## src/hdl/host_defines.svh

```systemverilog
// Widths, core count and register-map constants for the host device
`ifndef HOST_DEFINES_SVH
`define HOST_DEFINES_SVH

// Forward address and data widths
`define HOST_ADDR_W 20
`define HOST_DATA_W 64

// Cores with a finish flag, and trace enable outputs
`define HOST_NUM_CORE 4
`define HOST_NUM_TRACE 13

// Page field sits in the top address bits
`define HOST_PAGE_W 8
`define HOST_PAGE_TRACE 8'h00
`define HOST_PAGE_FINISH 8'h01

// Core index position within the finish page
`define HOST_CORE_LSB 3

`endif

```

## src/hdl/host_msg_pkg.sv

```systemverilog
// Forward and reverse memory message types
`default_nettype none

package host_msg_pkg;

`include "host_defines.svh"

  // Single-beat message operation
  typedef enum logic [0:0]
  {
    e_mem_read  = 1'b0,
    e_mem_write = 1'b1
  } mem_op_e;

  // Byte address within the device window
  typedef logic [`HOST_ADDR_W-1:0] addr_t;

  // Payload word carried by both channels
  typedef logic [`HOST_DATA_W-1:0] dword_t;

endpackage

`default_nettype wire

```

## src/hdl/host_reg_pkg.sv

```systemverilog
// Register map target and control output types
`default_nettype none

package host_reg_pkg;

`include "host_defines.svh"

  // Register selected by the address page
  typedef enum logic [1:0]
  {
    e_reg_trace  = 2'd0,
    e_reg_finish = 2'd1,
    e_reg_none   = 2'd2
  } reg_sel_e;

  // One finish flag per core
  typedef logic [`HOST_NUM_CORE-1:0] core_mask_t;

  // Core index taken from the finish page address
  typedef logic [$clog2(`HOST_NUM_CORE)-1:0] core_id_t;

  // Trace enables, bit order:
  // icache, dcache, lce, cce, dram, vm, cmt, core profile,
  // pc-gen, pc profile, branch profile, cosim, device trace
  typedef logic [`HOST_NUM_TRACE-1:0] trace_mask_t;

endpackage

`default_nettype wire

```

## src/hdl/host_fwd_decode.sv

```systemverilog
// Forward channel input stage with register target decode
`timescale 1ns/1ps
`default_nettype none

`include "host_defines.svh"

module host_fwd_decode
  import host_msg_pkg::*;
  import host_reg_pkg::*;
(
  input  wire        clk_i,
  input  wire        rst_i,

  input  wire        fwd_v_i,
  input  mem_op_e    fwd_op_i,
  input  addr_t      fwd_addr_i,
  input  dword_t     fwd_data_i,
  output logic       fwd_ready_o,

  output logic       dec_v_o,
  output mem_op_e    dec_op_o,
  output addr_t      dec_addr_o,
  output dword_t     dec_data_o,
  output reg_sel_e   dec_sel_o,
  output core_id_t   dec_core_o,
  input  wire        dec_ready_i
);

  logic                    fwd_fire;
  logic [`HOST_PAGE_W-1:0] page;
  reg_sel_e                sel_n;

  // Register free, or its contents leave this cycle
  assign fwd_ready_o = ~dec_v_o | dec_ready_i;
  assign fwd_fire    = fwd_v_i & fwd_ready_o;

  assign page = fwd_addr_i[`HOST_ADDR_W-1 -: `HOST_PAGE_W];

  always_comb
  begin
    case (page)
      `HOST_PAGE_TRACE:  sel_n = e_reg_trace;
      `HOST_PAGE_FINISH: sel_n = e_reg_finish;
      default:           sel_n = e_reg_none;
    endcase
  end

  always_ff @(posedge clk_i)
  begin
    if (rst_i)
      dec_v_o <= 1'b0;
    else if (fwd_ready_o)
      dec_v_o <= fwd_v_i;
  end

  always_ff @(posedge clk_i)
  begin
    if (fwd_fire)
    begin
      dec_op_o   <= fwd_op_i;
      dec_addr_o <= fwd_addr_i;
      dec_data_o <= fwd_data_i;
      dec_sel_o  <= sel_n;
      dec_core_o <= fwd_addr_i[`HOST_CORE_LSB +: $bits(core_id_t)];
    end
  end

  // A stalled message keeps its decoded fields until taken
  a_dec_stable: assert property (
    @(posedge clk_i) disable iff (rst_i)
    (dec_v_o && !dec_ready_i) |=> (dec_v_o && $stable(dec_op_o) && $stable(dec_addr_o)
      && $stable(dec_data_o) && $stable(dec_sel_o) && $stable(dec_core_o))
  );

endmodule

`default_nettype wire

```

## src/hdl/host_reg_access.sv

```systemverilog
// Finish and trace registers with the read/write stage of the pipeline
`timescale 1ns/1ps
`default_nettype none

`include "host_defines.svh"

module host_reg_access
  import host_msg_pkg::*;
  import host_reg_pkg::*;
(
  input  wire          clk_i,
  input  wire          rst_i,

  input  wire          dec_v_i,
  input  mem_op_e      dec_op_i,
  input  addr_t        dec_addr_i,
  input  dword_t       dec_data_i,
  input  reg_sel_e     dec_sel_i,
  input  core_id_t     dec_core_i,
  output logic         dec_ready_o,

  output logic         acc_v_o,
  output mem_op_e      acc_op_o,
  output addr_t        acc_addr_o,
  output dword_t       acc_data_o,
  input  wire          acc_ready_i,

  output core_mask_t   finish_o,
  output trace_mask_t  trace_en_o
);

  logic   dec_fire;
  logic   wr_en;
  dword_t rd_data;

  assign dec_ready_o = ~acc_v_o | acc_ready_i;
  assign dec_fire    = dec_v_i & dec_ready_o;
  assign wr_en       = dec_fire & (dec_op_i == e_mem_write);

  // Read result before any write of the same message lands
  always_comb
  begin
    case (dec_sel_i)
      e_reg_trace:  rd_data = dword_t'(trace_en_o);
      e_reg_finish: rd_data = dword_t'(finish_o);
      default:      rd_data = '0;
    endcase
  end

  always_ff @(posedge clk_i)
  begin
    if (rst_i)
      trace_en_o <= '0;
    else if (wr_en && dec_sel_i == e_reg_trace)
      trace_en_o <= dec_data_i[`HOST_NUM_TRACE-1:0];
  end

  // Finish flags are sticky, only reset clears them
  always_ff @(posedge clk_i)
  begin
    if (rst_i)
      finish_o <= '0;
    else if (wr_en && dec_sel_i == e_reg_finish)
      finish_o[dec_core_i] <= 1'b1;
  end

  always_ff @(posedge clk_i)
  begin
    if (rst_i)
      acc_v_o <= 1'b0;
    else if (dec_ready_o)
      acc_v_o <= dec_v_i;
  end

  always_ff @(posedge clk_i)
  begin
    if (dec_fire)
    begin
      acc_op_o   <= dec_op_i;
      acc_addr_o <= dec_addr_i;
      acc_data_o <= rd_data;
    end
  end

  a_finish_sticky: assert property (
    @(posedge clk_i) disable iff (rst_i)
    1'b1 |=> ((~finish_o & $past(finish_o)) == '0)
  );

endmodule

`default_nettype wire

```

## src/hdl/host_rev_encode.sv

```systemverilog
// Reverse channel output register
`timescale 1ns/1ps
`default_nettype none

module host_rev_encode
  import host_msg_pkg::*;
(
  input  wire      clk_i,
  input  wire      rst_i,

  input  wire      acc_v_i,
  input  mem_op_e  acc_op_i,
  input  addr_t    acc_addr_i,
  input  dword_t   acc_data_i,
  output logic     acc_ready_o,

  output logic     rev_v_o,
  output mem_op_e  rev_op_o,
  output addr_t    rev_addr_o,
  output dword_t   rev_data_o,
  input  wire      rev_ready_i
);

  logic acc_fire;

  assign acc_ready_o = ~rev_v_o | rev_ready_i;
  assign acc_fire    = acc_v_i & acc_ready_o;

  always_ff @(posedge clk_i)
  begin
    if (rst_i)
      rev_v_o <= 1'b0;
    else if (acc_ready_o)
      rev_v_o <= acc_v_i;
  end

  always_ff @(posedge clk_i)
  begin
    if (acc_fire)
    begin
      rev_op_o   <= acc_op_i;
      rev_addr_o <= acc_addr_i;
      // Write acks carry no data
      rev_data_o <= (acc_op_i == e_mem_write) ? '0 : acc_data_i;
    end
  end

  a_rev_stable: assert property (
    @(posedge clk_i) disable iff (rst_i)
    (rev_v_o && !rev_ready_i) |=> (rev_v_o && $stable(rev_op_o)
      && $stable(rev_addr_o) && $stable(rev_data_o))
  );

endmodule

`default_nettype wire

```

## src/hdl/host_top.sv

```systemverilog
// Host device top: decode, register access and reverse encode stages
`timescale 1ns/1ps
`default_nettype none

module host_top
  import host_msg_pkg::*;
  import host_reg_pkg::*;
(
  input  wire          clk_i,
  input  wire          rst_i,

  input  wire          fwd_v_i,
  input  mem_op_e      fwd_op_i,
  input  addr_t        fwd_addr_i,
  input  dword_t       fwd_data_i,
  output logic         fwd_ready_o,

  output logic         rev_v_o,
  output mem_op_e      rev_op_o,
  output addr_t        rev_addr_o,
  output dword_t       rev_data_o,
  input  wire          rev_ready_i,

  output core_mask_t   finish_o,
  output trace_mask_t  trace_en_o
);

  logic     dec_v;
  logic     dec_ready;
  mem_op_e  dec_op;
  addr_t    dec_addr;
  dword_t   dec_data;
  reg_sel_e dec_sel;
  core_id_t dec_core;

  logic     acc_v;
  logic     acc_ready;
  mem_op_e  acc_op;
  addr_t    acc_addr;
  dword_t   acc_data;

  host_fwd_decode u_decode (
    .clk_i       (clk_i),
    .rst_i       (rst_i),
    .fwd_v_i     (fwd_v_i),
    .fwd_op_i    (fwd_op_i),
    .fwd_addr_i  (fwd_addr_i),
    .fwd_data_i  (fwd_data_i),
    .fwd_ready_o (fwd_ready_o),
    .dec_v_o     (dec_v),
    .dec_op_o    (dec_op),
    .dec_addr_o  (dec_addr),
    .dec_data_o  (dec_data),
    .dec_sel_o   (dec_sel),
    .dec_core_o  (dec_core),
    .dec_ready_i (dec_ready)
  );

  host_reg_access u_access (
    .clk_i       (clk_i),
    .rst_i       (rst_i),
    .dec_v_i     (dec_v),
    .dec_op_i    (dec_op),
    .dec_addr_i  (dec_addr),
    .dec_data_i  (dec_data),
    .dec_sel_i   (dec_sel),
    .dec_core_i  (dec_core),
    .dec_ready_o (dec_ready),
    .acc_v_o     (acc_v),
    .acc_op_o    (acc_op),
    .acc_addr_o  (acc_addr),
    .acc_data_o  (acc_data),
    .acc_ready_i (acc_ready),
    .finish_o    (finish_o),
    .trace_en_o  (trace_en_o)
  );

  host_rev_encode u_encode (
    .clk_i       (clk_i),
    .rst_i       (rst_i),
    .acc_v_i     (acc_v),
    .acc_op_i    (acc_op),
    .acc_addr_i  (acc_addr),
    .acc_data_i  (acc_data),
    .acc_ready_o (acc_ready),
    .rev_v_o     (rev_v_o),
    .rev_op_o    (rev_op_o),
    .rev_addr_o  (rev_addr_o),
    .rev_data_o  (rev_data_o),
    .rev_ready_i (rev_ready_i)
  );

endmodule

`default_nettype wire

```

## config.mk

```make
export PLATFORM = sky130hd
export DESIGN_NAME = host_top
export DESIGN_NICKNAME = d
export VERILOG_FILES = /design/src/hdl/host_msg_pkg.sv /design/src/hdl/host_reg_pkg.sv /design/src/hdl/host_fwd_decode.sv /design/src/hdl/host_reg_access.sv /design/src/hdl/host_rev_encode.sv /design/src/hdl/host_top.sv
export VERILOG_INCLUDE_DIRS = /design/src /design/src/hdl
export SDC_FILE = /design/constraint.sdc
export NUM_CORES = 1
export LEC_CHECK = 0
export BUFFER_PORTS_ARGS = -buffer_cell sky130_fd_sc_hd__buf_2
export CORE_MARGIN = 2
export CORE_UTILIZATION = 30
export CTS_CLUSTER_SIZE = 14
export DETAILED_ROUTE_END_ITERATION = 10
export PLACE_DENSITY = 0.54
export SETUP_SLACK_MARGIN = 0.05
export SLEW_MARGIN = 20
export SYNTH_ARGS = -nofsm -noshare
export SYNTH_HDL_FRONTEND = slang
export SYNTH_SLANG_ARGS = --single-unit
```

## constraint.sdc

```tcl
create_clock -name clk_i -period 4.6 [get_ports clk_i]
set_clock_uncertainty 0.2 [all_clocks]
set_input_delay 0.23 -clock clk_i [delete_from_list [all_inputs] [get_ports clk_i]]
set_output_delay 0.23 -clock clk_i [all_outputs]
set_load 0.02 [all_outputs]
```

==> results of run 1 <==
area by class of cell:
cell class / instances / area, um^2
Fill cell: 1379 / 9010
Inverter: 6 / 22.5
Clock inverter: 12 / 169
Tap cell: 188 / 235
Sequential cell: 124 / 3520
Multi-Input combinational cell: 145 / 881
Timing Repair Buffer: 128 / 846
Clock buffer: 20 / 457
metal layers:
| metal | share of wire | up-vias | global-route usage |
|---|---|---|---|
| li1 | - | 1175 | - |
| met1 | 0.40 | 1122 | 0.107 |
| met2 | 0.49 | 104 | 0.162 |
| met3 | 0.075 | 24 | 0.0538 |
| met4 | 0.034 | 0 | 0.0640 |
| met5 | 0 | - | 0 |
worst max-delay path, delay by kind of cell:
family / cells / cell delay [ns]
and+or+nand+nor: 2 / 0.73
buffers and inverters: 3 / 0.86
cell usage in the layout (no fill, tap or decap), types with 3 or more instances in the layout:
cell type,Yosys,layout
and2_1,9,9
buf_2,1,90
bufinv_16,0,4
clkbuf_16,0,17
clkinv_2,0,3
clkinvlp_4,0,4
conb_1,1,51
dfxtp_1,20,20
dlygate4sd3_1,0,36
edfxtp_1,104,104
inv_1,6,6
mux2i_1,17,17
nand2b_1,27,27
nor2_1,6,6
nor2b_1,16,15
o22ai_1,3,3
cells by family after synthesis:
kind of cell / Yosys count
other: 1
AOI/OAI and AO/OA: 8
muxes: 17
DFF: 124
and+or+nand+nor: 69
buffers and inverters: 65
flip-flops by register name, summed over array words and instances (netlist names), 4 cells and up:
name and count:
u_encode.rev_addr_o 20, u_decode.dec_addr_o 19, u_access.trace_en_o 13, u_access.acc_data_o 13
u_access.acc_addr_o 20, u_access.finish_o 4, u_encode.rev_data_o 13, u_decode.dec_data_o 13
power groups by stage:
stage | Combinational, uW | Clock, uW | Sequential (uW)
finish | 141 | 1390 | 1280
CTS | 139 | 1430 | 1280
global route | 155 | 1480 | 1280
floorplan | 101 | 0 | 1310
detailed placement | 116 | 0 | 1300
global placement | 114 | 0 | 1300
repair_timing:
action / in CTS / in global routing
hold buffers: 36 / 0
hold endpoints to repair: 38 / 0
resized for setup: 0 / 0
through the flow:
step / worst slack [ns] / area, um^2 / util / power (uW)
5_1_grt: 2.26 / 6130 / 0.405 / 2920
4_1_cts: 2.35 / 6110 / 0.403 / 2850
3_3_place_gp: 2.52 / 5120 / 0.338 / 1410
6_report: 2.35 / 6130 / 0.405 / 2810
3_5_place_dp: 2.47 / 5120 / 0.338 / 1420
2_1_floorplan: 1.51 / 4810 / - / 1410
how the worst min path moves through the flow:
stage	endpoint	slack, ns	cells past startpoint
floorplan	u_decode.dec_addr_o[0]	0.13	0
global placement	u_encode.rev_addr_o[1]	0.20	0
detailed placement	u_access.acc_addr_o[12]	0.21	0
CTS	u_access.acc_v_o	0.05	2
global route	u_access.acc_v_o	0.11	2
finish	u_encode.rev_v_o	0.06	2
==> impl_metrics.toml, run 1 <==
[setup_path]
path_class = "input pin to output pin"
r2r_cells = 3
critPathCaptureType = "output pin"
r2r_start = "u_encode.rev_v_o"
reg2reg_to = "u_decode.dec_addr_o[7]"
ff2ff_setup_slack_ns = 2.49
crit_path_frequent_cell = "buf_2"
crit_arrival_ns = 1.82
endpoint = "fwd_ready_o"
startpoint = "rev_ready_i"
cp-start-kind = "input pin"
slowest_delay_ns = 0.55
critPathMaxFanout = 5
required_ns = 4.17
path_cells = "dlygate4sd3_1 -> buf_2 -> nor2b_1 -> nand3_1 -> buf_2"
slowest_stage = "nor2b_1"

[synthesis]
syn_area_um2 = 4630
synth_top_family_by_area = "buffers and inverters"
ys_types = 25
synth_top_cells_by_count = "edfxtp_1 (104), buf_4 (53), nand2b_1 (27), dfxtp_1 (20), mux2i_1 (17)"
synthXorXnorAreaFrac = 0
ys_ff_latch = 124
synth_edf_count = 104
syn_area_per_cell_um2 = 16.3
synthArstFlopShare = 0
synthSimpleGateAreaFrac = 0.0944
synth_top_area_cell = "edfxtp_1"
synth_warnings = 0
synth-compound-area-share = 0.0105
ys.flop_type = "edfxtp_1"
ys_top_cells_by_area = "edfxtp_1 (67%), dfxtp_1 (8.7%), buf_4 (8.6%)"
seq_area_frac_synth = 0.761
yosysTopAreaCellShare = 0.675
synth_mux_area_frac = 0.0368
synthAdderAreaFrac = 0
synth_most_common_cell = "edfxtp_1"
synth_cells = 284

[clocking]
clk_latency_ns = 0.41
cts-htree-levels = 4
clock-root-buffer = "clkbuf_16"
cts_setup_buffers = 0
clock-sinks = 124
cts_buffers = 17
clk_pin_slew_ns = 0.05
cts_max_path_buffers = 2
cts_tree = "done"

[sta]
worst_pin_slew_ns = 0.990
setup_viol = 0
setup_tns_ns = 0
rsz0062_at_grt = "no"
max_freq_ghz = 0.445
final.min_clock_period_ns = 2.25
hold_ws_ns = 0.0581
relSlewSlack = 0.339
drv_slew = 0
finalCritPeriodShare = 0.489
report.final.hold_viol_count = 0

[routing]
drt_iter0_markers = 100
via_per_inst = 3.89
drtPass1Iterations = 4
ant_nets = 0
wl_mm = 7.68
drc = 0
wire_per_inst_um = 12.3
vias = 2425

[cells_and_area]
layout-drive-gt1-share = 0.299
layout.cells.non_filler = 623
final_nets = 511
synthToLayoutAreaGrowth_pct = 32.6
num_antenna_cells = 0

[floorplanning]
start_util = 0.305
io_pins = 193
std_cell_rows = 45
die_x_um = 128
core_area_um2 = 15100
die-height_um = 128
die-area_um2 = 16400

[power]
vdd_ir_drop_max_mv = 0.233
p_leak_uw = 0.00237
clockPowerShare = 0.495
p_sw_uw = 569
p_per_area_nw_per_um2 = 458
p_sw_frac = 0.202
p_seq_frac = 0.454
internal_power_uw = 2240
combPwrFrac = 0.050

[worst_hold_path]
hp-start = "rst_i"
min_path_type = "input pin to register"

[run_status]
status = "completed"

[flow_run]
drv_cap = 0

[grt]
overflow = 0
grt_max_degree = 38
grt_pass1_wl_mm = 12.2
grtUsageTotal = 0.102
grt_pass1_vias = 2447
antenna_found_initial = 0

[placed_design]
dp_hpwl_mm = 5.12
dpl.cell_count = 554
place_congestion = 0.684
port_buffers = 90
Note: power is estimated with default switching activity, not from simulation.
==> run 2, diff against run 1 <==
- PLACE_DENSITY: 0.54 -> 0.56
- clock period: 4.6 -> 1.97 ns (I/O delays scaled with it)
==> run 2 against run 1 <==
  * Wire length rose by 7.0%
  * Hold slack improved by 0.14 ns
  * Clock power grew 110%
  * First-iteration DRC count grew 9.0%
  * Die area stayed put
  * Design area is 0.90% higher
  * Sequential cell count stayed put
  * Utilization increased by 0.36 points
  * Non-clock buffer count rose by 8
  * Power increased by 120%
  * Via count rose by 3.9%
  * Combinational power increased by 150%
  * Largest power group is now sequential cells
  * Highest routed layer unchanged
==> impl_metrics.toml, run 2 (synthesis gave the netlist of run 1 again) <==
[run_status]
status = "completed"

[floorplanning]
start_util = 0.305
io_pins = 193
core_area_um2 = 15100
die-area_um2 = 16400
std_cell_rows = 45
die-height_um = 128
die_x_um = 128

[sta]
setup_tns_ns = 0
max_freq_ghz = 0.546
setup_viol = 0
final.min_clock_period_ns = 1.83
report.final.hold_viol_count = 0
worst_pin_slew_ns = 0.692
relSlewSlack = 0.538
setup_ws_ns = 0.140
rsz0062_at_grt = "no"
finalCritPeriodShare = 0.929
drv_slew = 0

[clocking]
cts-htree-levels = 4
cts_buffers = 17
cts_max_path_buffers = 2
clock-sinks = 124
cts_setup_buffers = 0
cts_tree = "done"
clk_latency_ns = 0.41
clk_pin_slew_ns = 0.06
clock-root-buffer = "clkbuf_16"

[power]
fin_total_pwr_uw = 6280
vdd_ir_drop_max_mv = 0.444
p_per_area_nw_per_um2 = 1010
p_leak_uw = 0.00239

[routing]
drtPass1Iterations = 3
ant_nets = 0
wire_per_inst_um = 13.0
drt_iter0_markers = 109
via_per_inst = 3.99
wl_mm = 8.22
vias = 2519
drc = 0

[grt]
overflow = 0
antenna_found_initial = 0
grt_max_degree = 38
grt_pass1_wl_mm = 13.2
grt_pass1_vias = 2531
grtUsageTotal = 0.110

[flow_run]
drv_cap = 0

[placed_design]
port_buffers = 90
place_ws_ns = -0.0224
dp_hpwl_mm = 5.21
place_congestion = 0.656

[setup_path]
critPathMaxFanout = 5
slowest_stage = "dlygate4sd3_1"
cp-start-kind = "register"
slowest_delay_ns = 0.56
path_buf_inv = 2
critPathCaptureType = "register"
crit_arrival_ns = 1.98
required_ns = 2.12
ff2ff_setup_slack_ns = 0.14
critPathTopFamily = "buffers and inverters"
path_class = "register to register"
path_cells = "buf_4 -> nand3b_1 -> a21oi_1 -> dlygate4sd3_1"

[cells_and_area]
synthToLayoutAreaGrowth_pct = 33.7
mostFrequentLayoutCell = "edfxtp_1"
reg.largest.list = "u_access.acc_addr_o: 20 flops, u_encode.rev_addr_o: 20 flops, u_decode.dec_addr_o: 19 flops"
final_cell_mix = "edfxtp_1 (104), buf_2 (90), conb_1 (51)"
fin_util = 0.409
final_nets = 520
layout-drive-gt1-share = 0.315
num_antenna_cells = 0

[worst_hold_path]
min_path_type = "input pin to register"
## run 2: worst reg2reg max path: stages (launching register included)
cell and delay, ns:
dfxtp_1 0.50, buf_4 0.21, nand3b_1 0.14, a21oi_1 0.16, dlygate4sd3_1 0.56
## run 2: power breakdown
part | total (uW) | switching [uW] | internal, uW | leakage [uW]
clock network | 2950 | 1130 | 1820 | 0.000266
logic | 347 | 220 | 128 | 0.000968
registers | 2980 | 32.8 | 2950 | 0.00116
## run 2: cell type report
class	count	area [um^2]
Fill cell	1412	8960
Sequential cell	124	3520
Timing Repair Buffer	136	916
Multi-Input combinational cell	146	905
Clock buffer	21	503
Tap cell	188	235
Clock inverter	11	83.8
Inverter	6	22.5
## run 2: worst paths after layout
check | startpoint | to | cells after the start
min | fwd_data_i[6] | u_decode.dec_data_o[6] | 2
max | u_access.acc_v_o | u_access.acc_v_o | 4
max reg2reg | u_access.acc_v_o | u_access.acc_v_o | 4
min reg2reg | u_decode.dec_addr_o[0] | u_access.acc_addr_o[0] | 0
## run 2: what timing repair did
item	in CTS	in global routing
cloned	1	0
gates resized for setup	1	1
pin swaps	1	0
hold buffers	38	0
hold endpoints to repair	42	0
endpoints found under the setup margin	34	1
## run 2: per-stage QoR
stage / std cells / hold WS (ns) / instance area, um^2
2_1_floorplan: 334 / -0.00263 / 4850
3_3_place_gp: 561 / 0.0748 / 5200
3_5_place_dp: 561 / 0.0766 / 5200
4_1_cts: 632 / 0.164 / 6180
5_1_grt: 632 / 0.176 / 6190
6_report: 632 / 0.193 / 6190
## run 2: per-layer routing
metal | up-vias | part of all wire | global-route usage
met3 | 15 | 0.053 | 0.0442
met1 | 1201 | 0.42 | 0.126
li1 | 1197 | - | -
met2 | 106 | 0.50 | 0.180
met4 | 0 | 0.021 | 0.0549
met5 | - | 0 | 0
